**src/logic/txd_pkg.sv**
```systemverilog
package txd_pkg;

	// Descriptor geometry
	localparam int desc_bytes = 16;
	localparam int desc_shift = 4;
	localparam int local_slots = 16;
	localparam int status_byte_offset = 12;

	// Head/current/tail recompute depth
	localparam int ptr_calc_cycles = 3;

	typedef logic [63:0] host_addr_t;
	typedef logic [15:0] local_addr_t;
	typedef logic [15:0] ring_idx_t;
	typedef logic [12:0] ring_len_t;
	typedef logic [3:0] slot_idx_t;
	typedef logic [4:0] slot_cnt_t;
	typedef logic [15:0] dma_len_t;

	// Ring length counts groups of eight descriptors
	typedef struct packed {
		logic en;
		host_addr_t base;
		ring_len_t len;
	} ring_cfg_t;

	typedef struct packed {
		host_addr_t host_addr;
		local_addr_t local_addr;
		dma_len_t len;
	} dma_cmd_t;

	typedef struct packed {
		logic ide;
		logic rs;
	} desc_flags_t;

	typedef struct packed {
		desc_flags_t flags;
		local_addr_t addr;
	} teng_rsp_t;

	typedef enum logic [3:0] {
		hs_idle, hs_ready, hs_wb_cmd, hs_wb_wait, hs_retire,
		hs_size, hs_fetch_cmd, hs_fetch_wait, hs_accept, hs_settle
	} host_seq_state_t;

	typedef enum logic [2:0] {
		ds_idle, ds_ready, ds_cmd, ds_launch, ds_wait, ds_complete
	} dispatch_state_t;

endpackage

```
**src/logic/txd_ring_pointers.sv**
```systemverilog
`timescale 1ns/1ps

module txd_ring_pointers (
	input logic aclk,
	input logic aresetn,
	input txd_pkg::ring_cfg_t ring_cfg,
	input txd_pkg::ring_idx_t tdh,
	input logic tdh_set,
	input txd_pkg::ring_idx_t tdt,
	input logic tdt_set,
	input logic fetch_advance,
	input txd_pkg::slot_cnt_t fetch_count,
	input logic retire_advance,
	output txd_pkg::ring_idx_t head_idx,
	output txd_pkg::ring_idx_t cur_idx,
	output txd_pkg::ring_idx_t fresh_count,
	output txd_pkg::ring_idx_t limit_count,
	output logic ptr_busy,
	output logic txqe_req
);

	localparam int last_stage = txd_pkg::ptr_calc_cycles - 2;

	logic [last_stage:0] calc_stage;
	logic recalc;
	txd_pkg::ring_idx_t ring_size;

	// Stage 0 holds the unwrapped sums
	logic [16:0] head_n0;
	logic [16:0] cur_n0;
	logic [16:0] tail_n0;

	// Stage 1 holds them wrapped into the ring
	txd_pkg::ring_idx_t head_n1;
	txd_pkg::ring_idx_t cur_n1;
	txd_pkg::ring_idx_t tail_n1;

	logic [16:0] fresh_sum;
	logic [16:0] pending_sum;
	txd_pkg::ring_idx_t fresh_next;
	txd_pkg::ring_idx_t pending_next;

	function automatic txd_pkg::ring_idx_t wrap(input logic [16:0] value,
			input txd_pkg::ring_idx_t size);
		if (value >= {1'b0, size})
			return txd_pkg::ring_idx_t'(value - {1'b0, size});
		return txd_pkg::ring_idx_t'(value);
	endfunction

	assign ring_size = {ring_cfg.len, 3'b000};
	assign recalc = tdh_set | tdt_set | fetch_advance | retire_advance;
	assign ptr_busy = |calc_stage;

	always_ff @(posedge aclk or negedge aresetn) begin
		if (!aresetn)
			calc_stage <= '0;
		else
			calc_stage <= {calc_stage[last_stage-1:0], recalc};
	end

	// Unchanged pointers keep their last value so overlapping events agree
	always_ff @(posedge aclk or negedge aresetn) begin
		if (!aresetn) begin
			head_n0 <= '0;
			cur_n0 <= '0;
			tail_n0 <= '0;
		end else begin
			if (tdh_set)
				head_n0 <= {1'b0, tdh};
			else if (retire_advance)
				head_n0 <= {1'b0, head_idx} + 17'd1;
			if (tdh_set)
				cur_n0 <= {1'b0, tdh};
			else if (fetch_advance)
				cur_n0 <= {1'b0, cur_idx} + 17'(fetch_count);
			if (tdt_set)
				tail_n0 <= {1'b0, tdt};
		end
	end

	always_ff @(posedge aclk) begin
		if (calc_stage[0]) begin
			head_n1 <= wrap(head_n0, ring_size);
			cur_n1 <= wrap(cur_n0, ring_size);
			tail_n1 <= wrap(tail_n0, ring_size);
		end
	end

	// Distances around the ring from the wrapped pointers
	assign fresh_sum = {1'b0, tail_n1} + {1'b0, ring_size} - {1'b0, cur_n1};
	assign pending_sum = {1'b0, tail_n1} + {1'b0, ring_size} - {1'b0, head_n1};
	assign fresh_next = wrap(fresh_sum, ring_size);
	assign pending_next = wrap(pending_sum, ring_size);

	always_ff @(posedge aclk or negedge aresetn) begin
		if (!aresetn) begin
			head_idx <= '0;
			cur_idx <= '0;
			fresh_count <= '0;
			limit_count <= '0;
			txqe_req <= 1'b0;
		end else begin
			txqe_req <= calc_stage[last_stage] && (pending_next == '0);
			if (calc_stage[last_stage]) begin
				head_idx <= head_n1;
				cur_idx <= cur_n1;
				fresh_count <= fresh_next;
				limit_count <= ring_size - cur_n1;
			end
		end
	end

	a_ptr_in_ring: assert property (@(posedge aclk) disable iff (!aresetn)
		calc_stage[last_stage] |=> (head_idx < ring_size) && (cur_idx < ring_size));

endmodule

```
**src/logic/txd_local_store.sv**
```systemverilog
`timescale 1ns/1ps

module txd_local_store (
	input logic aclk,
	input logic aresetn,
	input logic fetch_accept,
	input txd_pkg::slot_cnt_t fetch_count,
	input logic launch,
	input logic complete,
	input txd_pkg::desc_flags_t complete_flags,
	input logic retire,
	output txd_pkg::slot_cnt_t in_count,
	output txd_pkg::slot_cnt_t out_count,
	output txd_pkg::slot_idx_t in_head_slot,
	output txd_pkg::slot_idx_t in_tail_slot,
	output txd_pkg::slot_idx_t out_head_slot,
	output txd_pkg::desc_flags_t out_head_flags
);

	// Slot order around the circle: out_head, out_tail, in_head, in_tail
	txd_pkg::slot_idx_t in_head;
	txd_pkg::slot_idx_t in_tail;
	txd_pkg::slot_idx_t out_head;
	txd_pkg::slot_idx_t out_tail;
	txd_pkg::slot_idx_t in_flight;
	logic [5:0] held_total;

	txd_pkg::desc_flags_t flag_mem [txd_pkg::local_slots];

	// In-queue, filled by fetch and drained by launch
	always_ff @(posedge aclk or negedge aresetn) begin
		if (!aresetn) begin
			in_head <= '0;
			in_tail <= '0;
			in_count <= '0;
		end else begin
			if (fetch_accept)
				in_tail <= in_tail + txd_pkg::slot_idx_t'(fetch_count);
			if (launch)
				in_head <= in_head + 4'd1;
			in_count <= in_count + (fetch_accept ? fetch_count : 5'd0)
				- txd_pkg::slot_cnt_t'(launch);
		end
	end

	// Out-queue, filled by completion and drained by retire
	always_ff @(posedge aclk or negedge aresetn) begin
		if (!aresetn) begin
			out_head <= '0;
			out_tail <= '0;
			out_count <= '0;
		end else begin
			if (complete)
				out_tail <= out_tail + 4'd1;
			if (retire)
				out_head <= out_head + 4'd1;
			out_count <= out_count + txd_pkg::slot_cnt_t'(complete)
				- txd_pkg::slot_cnt_t'(retire);
		end
	end

	always_ff @(posedge aclk) begin
		if (complete)
			flag_mem[out_tail] <= complete_flags;
	end

	assign out_head_flags = flag_mem[out_head];

	assign in_head_slot = in_head;
	assign in_tail_slot = in_tail;
	assign out_head_slot = out_head;

	// At most one descriptor sits at the engine between the two queues
	assign in_flight = in_head - out_tail;
	assign held_total = 6'(in_count) + 6'(out_count) + 6'(in_flight);

	a_store_bound: assert property (@(posedge aclk) disable iff (!aresetn)
		held_total <= 6'(txd_pkg::local_slots));

endmodule

```
**src/logic/txd_host_sequencer.sv**
```systemverilog
`timescale 1ns/1ps

module txd_host_sequencer (
	input logic aclk,
	input logic aresetn,
	input txd_pkg::ring_cfg_t ring_cfg,
	input txd_pkg::ring_idx_t cur_idx,
	input txd_pkg::ring_idx_t head_idx,
	input txd_pkg::ring_idx_t fresh_count,
	input txd_pkg::ring_idx_t limit_count,
	input logic ptr_busy,
	input txd_pkg::slot_cnt_t in_count,
	input txd_pkg::slot_cnt_t out_count,
	input txd_pkg::slot_idx_t in_tail_slot,
	input txd_pkg::slot_idx_t out_head_slot,
	input txd_pkg::desc_flags_t out_head_flags,
	output txd_pkg::dma_cmd_t idma_cmd,
	output logic idma_valid,
	input logic idma_ready,
	input logic irpt_valid,
	output txd_pkg::dma_cmd_t odma_cmd,
	output logic odma_valid,
	input logic odma_ready,
	input logic orpt_valid,
	output logic fetch_advance,
	output logic fetch_accept,
	output txd_pkg::slot_cnt_t fetch_count,
	output logic retire_advance,
	output logic retire,
	output logic txdw_req
);

	txd_pkg::host_seq_state_t state;
	txd_pkg::host_seq_state_t state_next;
	txd_pkg::slot_cnt_t free_slots;
	txd_pkg::ring_idx_t fetch_min;

	// One slot kept back for the descriptor at the engine
	always_comb begin
		free_slots = txd_pkg::slot_cnt_t'(txd_pkg::local_slots - 1) - in_count - out_count;
		fetch_min = limit_count;
		if (fresh_count < fetch_min)
			fetch_min = fresh_count;
		if (txd_pkg::ring_idx_t'(free_slots) < fetch_min)
			fetch_min = txd_pkg::ring_idx_t'(free_slots);
	end

	always_comb begin
		state_next = state;
		case (state)
			txd_pkg::hs_idle:
				if (ring_cfg.en)
					state_next = txd_pkg::hs_ready;
			txd_pkg::hs_ready: begin
				if (!ring_cfg.en)
					state_next = txd_pkg::hs_idle;
				else if (out_count != '0)
					// Completed descriptors go first
					state_next = out_head_flags.rs ? txd_pkg::hs_wb_cmd : txd_pkg::hs_retire;
				else if (in_count == '0 && fresh_count != '0 && !ptr_busy)
					state_next = txd_pkg::hs_size;
			end
			txd_pkg::hs_wb_cmd:
				if (odma_ready)
					state_next = txd_pkg::hs_wb_wait;
			txd_pkg::hs_wb_wait:
				if (orpt_valid)
					state_next = txd_pkg::hs_retire;
			txd_pkg::hs_retire:
				state_next = txd_pkg::hs_settle;
			txd_pkg::hs_size:
				state_next = (fetch_count != '0) ? txd_pkg::hs_fetch_cmd : txd_pkg::hs_ready;
			txd_pkg::hs_fetch_cmd:
				if (idma_ready)
					state_next = txd_pkg::hs_fetch_wait;
			txd_pkg::hs_fetch_wait:
				if (irpt_valid)
					state_next = txd_pkg::hs_accept;
			txd_pkg::hs_accept:
				state_next = txd_pkg::hs_settle;
			txd_pkg::hs_settle:
				// Pointers must be recomputed before the next decision
				if (!ptr_busy)
					state_next = txd_pkg::hs_ready;
			default:
				state_next = txd_pkg::hs_idle;
		endcase
	end

	always_ff @(posedge aclk or negedge aresetn) begin
		if (!aresetn)
			state <= txd_pkg::hs_idle;
		else
			state <= state_next;
	end

	// Command payloads latched as each command is entered
	always_ff @(posedge aclk) begin
		if (state == txd_pkg::hs_ready && state_next == txd_pkg::hs_size)
			fetch_count <= txd_pkg::slot_cnt_t'(fetch_min);
		if (state == txd_pkg::hs_size && state_next == txd_pkg::hs_fetch_cmd) begin
			idma_cmd.host_addr <= ring_cfg.base
				+ (txd_pkg::host_addr_t'(cur_idx) << txd_pkg::desc_shift);
			idma_cmd.local_addr <= txd_pkg::local_addr_t'(in_tail_slot) << txd_pkg::desc_shift;
			idma_cmd.len <= txd_pkg::dma_len_t'(fetch_count)
				* txd_pkg::dma_len_t'(txd_pkg::desc_bytes);
		end
		if (state == txd_pkg::hs_ready && state_next == txd_pkg::hs_wb_cmd) begin
			// Status byte only
			odma_cmd.host_addr <= ring_cfg.base
				+ (txd_pkg::host_addr_t'(head_idx) << txd_pkg::desc_shift)
				+ txd_pkg::host_addr_t'(txd_pkg::status_byte_offset);
			odma_cmd.local_addr <= (txd_pkg::local_addr_t'(out_head_slot) << txd_pkg::desc_shift)
				+ txd_pkg::local_addr_t'(txd_pkg::status_byte_offset);
			odma_cmd.len <= 16'd1;
		end
	end

	assign idma_valid = (state == txd_pkg::hs_fetch_cmd);
	assign odma_valid = (state == txd_pkg::hs_wb_cmd);
	assign fetch_accept = (state == txd_pkg::hs_accept);
	assign fetch_advance = (state == txd_pkg::hs_accept);
	assign retire = (state == txd_pkg::hs_retire);
	assign retire_advance = (state == txd_pkg::hs_retire);

	// Only immediate interrupts are raised
	always_ff @(posedge aclk or negedge aresetn) begin
		if (!aresetn)
			txdw_req <= 1'b0;
		else
			txdw_req <= retire && out_head_flags.rs && !out_head_flags.ide;
	end

endmodule

```
**src/logic/txd_engine_dispatch.sv**
```systemverilog
`timescale 1ns/1ps

module txd_engine_dispatch (
	input logic aclk,
	input logic aresetn,
	input txd_pkg::ring_cfg_t ring_cfg,
	input txd_pkg::slot_cnt_t in_count,
	input txd_pkg::slot_idx_t in_head_slot,
	output txd_pkg::local_addr_t teng_cmd,
	output logic teng_cmd_valid,
	input logic teng_cmd_ready,
	input txd_pkg::teng_rsp_t teng_rsp,
	input logic teng_rsp_valid,
	output logic teng_rsp_ready,
	output logic launch,
	output logic complete,
	output txd_pkg::desc_flags_t complete_flags
);

	txd_pkg::dispatch_state_t state;
	txd_pkg::dispatch_state_t state_next;

	always_comb begin
		state_next = state;
		case (state)
			txd_pkg::ds_idle:
				if (ring_cfg.en)
					state_next = txd_pkg::ds_ready;
			txd_pkg::ds_ready:
				if (!ring_cfg.en)
					state_next = txd_pkg::ds_idle;
				else if (in_count != '0)
					state_next = txd_pkg::ds_cmd;
			txd_pkg::ds_cmd:
				if (teng_cmd_ready)
					state_next = txd_pkg::ds_launch;
			txd_pkg::ds_launch:
				state_next = txd_pkg::ds_wait;
			txd_pkg::ds_wait:
				if (teng_rsp_valid)
					state_next = txd_pkg::ds_complete;
			txd_pkg::ds_complete:
				state_next = txd_pkg::ds_ready;
			default:
				state_next = txd_pkg::ds_idle;
		endcase
	end

	always_ff @(posedge aclk or negedge aresetn) begin
		if (!aresetn)
			state <= txd_pkg::ds_idle;
		else
			state <= state_next;
	end

	always_ff @(posedge aclk) begin
		if (state == txd_pkg::ds_ready && state_next == txd_pkg::ds_cmd)
			teng_cmd <= txd_pkg::local_addr_t'(in_head_slot) << txd_pkg::desc_shift;
		if (state == txd_pkg::ds_wait && teng_rsp_valid)
			complete_flags <= teng_rsp.flags;
	end

	assign teng_cmd_valid = (state == txd_pkg::ds_cmd);
	assign launch = (state == txd_pkg::ds_launch);
	assign teng_rsp_ready = (state == txd_pkg::ds_wait);
	assign complete = (state == txd_pkg::ds_complete);

	// A stalled command still names the in-queue head, which is popped only on acceptance
	a_cmd_hold: assert property (@(posedge aclk) disable iff (!aresetn)
		teng_cmd_valid && !teng_cmd_ready |=> teng_cmd_valid && $stable(teng_cmd)
			&& teng_cmd == (txd_pkg::local_addr_t'(in_head_slot) << txd_pkg::desc_shift));

	// Engine answers for the descriptor it was handed
	a_rsp_match: assert property (@(posedge aclk) disable iff (!aresetn)
		teng_rsp_valid && teng_rsp_ready |-> teng_rsp.addr == teng_cmd);

endmodule

```
**src/logic/tx_desc_ctrl.sv**
```systemverilog
`timescale 1ns/1ps

module tx_desc_ctrl (
	input logic aclk,
	input logic aresetn,
	input txd_pkg::ring_cfg_t ring_cfg,
	input txd_pkg::ring_idx_t tdh,
	input logic tdh_set,
	input txd_pkg::ring_idx_t tdt,
	input logic tdt_set,
	output txd_pkg::ring_idx_t tdh_fb,
	output txd_pkg::dma_cmd_t idma_cmd,
	output logic idma_valid,
	input logic idma_ready,
	input logic irpt_valid,
	output txd_pkg::dma_cmd_t odma_cmd,
	output logic odma_valid,
	input logic odma_ready,
	input logic orpt_valid,
	output txd_pkg::local_addr_t teng_cmd,
	output logic teng_cmd_valid,
	input logic teng_cmd_ready,
	input txd_pkg::teng_rsp_t teng_rsp,
	input logic teng_rsp_valid,
	output logic teng_rsp_ready,
	output logic txdw_req,
	output logic txqe_req
);

	txd_pkg::ring_idx_t cur_idx;
	txd_pkg::ring_idx_t fresh_count;
	txd_pkg::ring_idx_t limit_count;
	logic ptr_busy;
	logic fetch_advance;
	logic fetch_accept;
	txd_pkg::slot_cnt_t fetch_count;
	logic retire_advance;
	logic retire;
	txd_pkg::slot_cnt_t in_count;
	txd_pkg::slot_cnt_t out_count;
	txd_pkg::slot_idx_t in_head_slot;
	txd_pkg::slot_idx_t in_tail_slot;
	txd_pkg::slot_idx_t out_head_slot;
	txd_pkg::desc_flags_t out_head_flags;
	logic launch;
	logic complete;
	txd_pkg::desc_flags_t complete_flags;

	// Head pointer doubles as the software feedback
	txd_ring_pointers u_ptrs (
		.aclk(aclk), .aresetn(aresetn), .ring_cfg(ring_cfg),
		.tdh(tdh), .tdh_set(tdh_set), .tdt(tdt), .tdt_set(tdt_set),
		.fetch_advance(fetch_advance), .fetch_count(fetch_count),
		.retire_advance(retire_advance), .head_idx(tdh_fb), .cur_idx(cur_idx),
		.fresh_count(fresh_count), .limit_count(limit_count),
		.ptr_busy(ptr_busy), .txqe_req(txqe_req)
	);

	txd_local_store u_store (
		.aclk(aclk), .aresetn(aresetn),
		.fetch_accept(fetch_accept), .fetch_count(fetch_count),
		.launch(launch), .complete(complete), .complete_flags(complete_flags),
		.retire(retire), .in_count(in_count), .out_count(out_count),
		.in_head_slot(in_head_slot), .in_tail_slot(in_tail_slot),
		.out_head_slot(out_head_slot), .out_head_flags(out_head_flags)
	);

	txd_host_sequencer u_host_seq (
		.aclk(aclk), .aresetn(aresetn), .ring_cfg(ring_cfg),
		.cur_idx(cur_idx), .head_idx(tdh_fb), .fresh_count(fresh_count),
		.limit_count(limit_count), .ptr_busy(ptr_busy),
		.in_count(in_count), .out_count(out_count),
		.in_tail_slot(in_tail_slot), .out_head_slot(out_head_slot),
		.out_head_flags(out_head_flags),
		.idma_cmd(idma_cmd), .idma_valid(idma_valid), .idma_ready(idma_ready),
		.irpt_valid(irpt_valid),
		.odma_cmd(odma_cmd), .odma_valid(odma_valid), .odma_ready(odma_ready),
		.orpt_valid(orpt_valid),
		.fetch_advance(fetch_advance), .fetch_accept(fetch_accept),
		.fetch_count(fetch_count), .retire_advance(retire_advance),
		.retire(retire), .txdw_req(txdw_req)
	);

	txd_engine_dispatch u_dispatch (
		.aclk(aclk), .aresetn(aresetn), .ring_cfg(ring_cfg),
		.in_count(in_count), .in_head_slot(in_head_slot),
		.teng_cmd(teng_cmd), .teng_cmd_valid(teng_cmd_valid),
		.teng_cmd_ready(teng_cmd_ready),
		.teng_rsp(teng_rsp), .teng_rsp_valid(teng_rsp_valid),
		.teng_rsp_ready(teng_rsp_ready),
		.launch(launch), .complete(complete), .complete_flags(complete_flags)
	);

endmodule

```
**config.mk**
```make
export PLATFORM = sky130hd
export DESIGN_NAME = tx_desc_ctrl
export DESIGN_NICKNAME = d
export VERILOG_FILES = /design/src/logic/txd_pkg.sv /design/src/logic/txd_ring_pointers.sv /design/src/logic/txd_local_store.sv /design/src/logic/txd_host_sequencer.sv /design/src/logic/txd_engine_dispatch.sv /design/src/logic/tx_desc_ctrl.sv
export SDC_FILE = /design/constraint.sdc
export NUM_CORES = 1
export LEC_CHECK = 0
export BUFFER_PORTS_ARGS = -buffer_cell sky130_fd_sc_hd__buf_2
export CORE_AREA = 2 2 225 227
export DETAILED_ROUTE_END_ITERATION = 12
export DIE_AREA = 0 0 227 229
export PLACE_DENSITY_LB_ADDON = 0.1
export SLEW_MARGIN = 10
export SYNTH_ARGS = -nofsm -noshare
export SYNTH_HDL_FRONTEND = slang
export SYNTH_SLANG_ARGS = --single-unit
```
**constraint.sdc**
```tcl
create_clock -name aclk -period 5.9 [get_ports aclk]
set_input_delay 0.59 -clock aclk [delete_from_list [all_inputs] [get_ports aclk]]
set_output_delay 0.59 -clock aclk [all_outputs]
set_load 0.1 [all_outputs]
```
==> results.toml <==
[layout]
final_area_um2 = 28200
area_growth_pct = 14.6
final_util_pct = 56.8
fin_cells = 3421
final_nets = 3071
drive_gt1_share_pct = 17.9

[clock_network]
root_buffer = "clkbuf_16"
clk_pin_slew_ps = 50
clock-sinks = 382
cts_tree = "yes"
clockBufferDepth = 3
insertion_delay_ps = 600
cts_buffers = 45
htreeDepth = 2

[timing]
slew_violations = 0
finalHoldViolCount = 0
fin_crit_ps = 5570
worst_pin_slew_ps = 1090
final.setup_skew_ps = 32.3
fmax_ghz = 0.180
min_period_over_period_pct = 94.4
max_slew_margin_pct = 27.2
grt_setup_unrepaired = "no"
setup_tns_ps = 0
setup_viol = 0

[yosys]
ys_seq_area_share_pct = 43.6
yosys-top-cells-area = "edfxtp_1, dfrtp_1, ha_1"
yosysTopAreaCell = "edfxtp_1"
syn_area_um2 = 24600
async_flop_share_pct = 39.3
syn_inst = 2404
yosysWarnings = 0
yosysMostFrequentCell = "edfxtp_1"
synth_commonest_cells = "edfxtp_1, nor2_1, ha_1"
synth_top_area_share_pct = 28.3
ys.flop_type = "edfxtp_1"
ys_seq_elements = 382
syn_area_per_cell_um2 = 10.2
synth_cell_types = 74
synth-edff-count = 232

[grt]
first_global_vias = 18900
antenna_found_initial = 3
grt_pass1_wl_mm = 108
grt_usage_pct = 27.1
overflow = 0
grt_start_max_net_pins = 74

[run_status]
status = "finished, final reports clean"

[drt]
num_vias = 19100
drt_iter0_markers = 1326
drc = 0
drt_pass1_iterations = 5
post_drt_via_cell_ratio = 5.59
routed_wl_mm = 71.0
ant_nets = 0
wl_per_cell_um = 20.8

[place]
place.port_buffers = 288
place_area_um2 = 26600
place_inst = 3333
gp_congestion = 0.939
dp_hpwl_mm = 54.9

[power_and_ir_drop]
power_density_nw_per_um2 = 666
p_leak_uw = 0.0123
irDropWorstVdd_mv = 0.402

[critical_path]
critPathRequiredTime_ps = 6330
critPathCaptureType = "flip-flop"
cp_max_fo = 6
r2r-start = "u_ptrs.tail_n1[4]"
cp.arrival_ps = 6000
start_kind = "flip-flop"
crit_type = "reg2reg"
cp-startpoint = "u_ptrs.tail_n1[4]"

[flow_run]
max_cap_viol_count = 0

[floorplanning]
die_x_um = 227
start_util_pct = 49.5
placementRows = 82
ioPinCount = 368
die_area_um2 = 52000
core_region_area_um2 = 49700
die_h_um = 229

[hold_path]
hold_class = "in2reg"
holdCritStartpoint = "teng_rsp[17]"
## layer usage
layer	up-vias	GRT usage, %	wire length, um
met5	-	0	0
met4	0	7.97	1950
met3	121	3.80	4440
met2	634	45.2	33500
met1	9262	36.6	31100
li1	9106	-	-
## stage by stage
stage	power [uW]	hold WS [ps]	setup WS, ps
after floorplan	13100	294	854
after global placement	15500	441	181
after detailed placement	15800	446	101
after CTS	18700	159	438
after global routing	20100	176	10.6
final	18800	196	333
## worst paths after layout
kind / slack [ps] / cells after the start / to
hold / removal: 200 / 1 / u_dispatch.complete_flags[1]
setup reg to reg: 330 / 23 / u_ptrs.fresh_count[7]
min in group asynchronous: 540 / 2 / u_ptrs.tail_n0[12]
setup / recovery: 330 / 23 / u_ptrs.fresh_count[7]
hold reg to reg: 470 / 0 / u_ptrs.head_n1[2]
max in group asynchronous: 4190 / 3 / u_ptrs.calc_stage[1]
## layout by cell type (no fill, tap or decap), drive strengths merged, types with 14 or more instances in the layout
cell / n
o21ai: 131
nand2: 163
nor2: 213
nor2b: 26
and3: 21
xnor2: 121
xor2: 118
dfrtp: 150
o21a: 15
or3: 16
nand2b: 33
nand3: 62
a31oi: 24
and2: 16
mux2i: 25
a21o: 59
a21boi: 18
clkbuf: 66
edfxtp: 232
ha: 211
buf: 314
a211oi: 14
a21oi: 135
inv: 166
conb: 63
nor4: 14
mux2: 70
nor3: 59
nand4: 39
## logic make-up after synthesis
group	after synthesis	share of synthesized area (%)
multiplexers	105	5.14
AND/OR/NAND/NOR	716	14.1
buffers and inverters	281	5.29
other	2	0.0306
AO/OA/AOI/OAI	455	11.5
flip-flops	382	43.6
XOR/XNOR	239	8.52
adder cells (fa/ha/maj)	224	11.8
## sequential cells by signal, summed over array words and instances (netlist names), 3 cells and up
name / cells
u_dispatch.state: 3
u_host_seq.idma_cmd: 73
u_store.out_count: 5
u_store.in_tail_slot: 4
u_ptrs.limit_count: 16
u_store.in_head_slot: 4
u_host_seq.state: 4
u_ptrs.tail_n0: 16
u_dispatch.teng_cmd: 4
u_store.flag_mem: 32
u_ptrs.head_n1: 16
u_ptrs.cur_idx: 15
u_ptrs.cur_n1: 16
u_ptrs.tail_n1: 16
u_store.out_tail: 4
u_ptrs.cur_n0: 17
u_store.out_head_slot: 4
u_store.in_count: 5
u_ptrs.head_n0: 17
u_ptrs.head_idx: 16
u_ptrs.fresh_count: 16
u_host_seq.odma_cmd: 68
u_host_seq.fetch_count: 5
## critical path, stage by stage, from the launching register on
cell       delay [ps]
edfxtp_1          450
ha_1              320
a211oi_1          310
nor2_2             90
nor4_1            340
o31a_1            210
xnor2_1           220
ha_1              360
a21o_1            200
a31o_2            230
a31oi_1           200
o21ai_0           160
nor2_1            140
xnor2_1           180
ha_1              330
nand3_1           130
o22ai_1           120
o21ai_0           230
a21boi_1          150
a2111oi_4         370
buf_4             240
buf_4             150
mux2i_1           210
a21oi_1            90
## repair_timing
action	CTS	global route
hold endpoints to repair	11	0
setup buffers	0	0
hold buffers	1	0
gates resized for setup	0	2
setup endpoints to repair	0	4
## power breakdown
group / internal [uW] / switching [uW]
clock: 1730 / 1140
combinational: 4490 / 6980
sequential: 3720 / 704
## area by class of cell
| class | count | area [um^2] |
|---|---|---|
| Fill cell | 4387 | 21500 |
| Multi-Input combinational cell | 1802 | 12800 |
| Sequential cell | 382 | 10700 |
| Timing Repair Buffer | 315 | 1650 |
| Clock buffer | 66 | 1280 |
| Tap cell | 672 | 841 |
| Inverter | 163 | 612 |
| Clock inverter | 17 | 236 |
| Antenna cell | 4 | 10.0 |
Note: power is estimated with default switching activity, not from simulation.
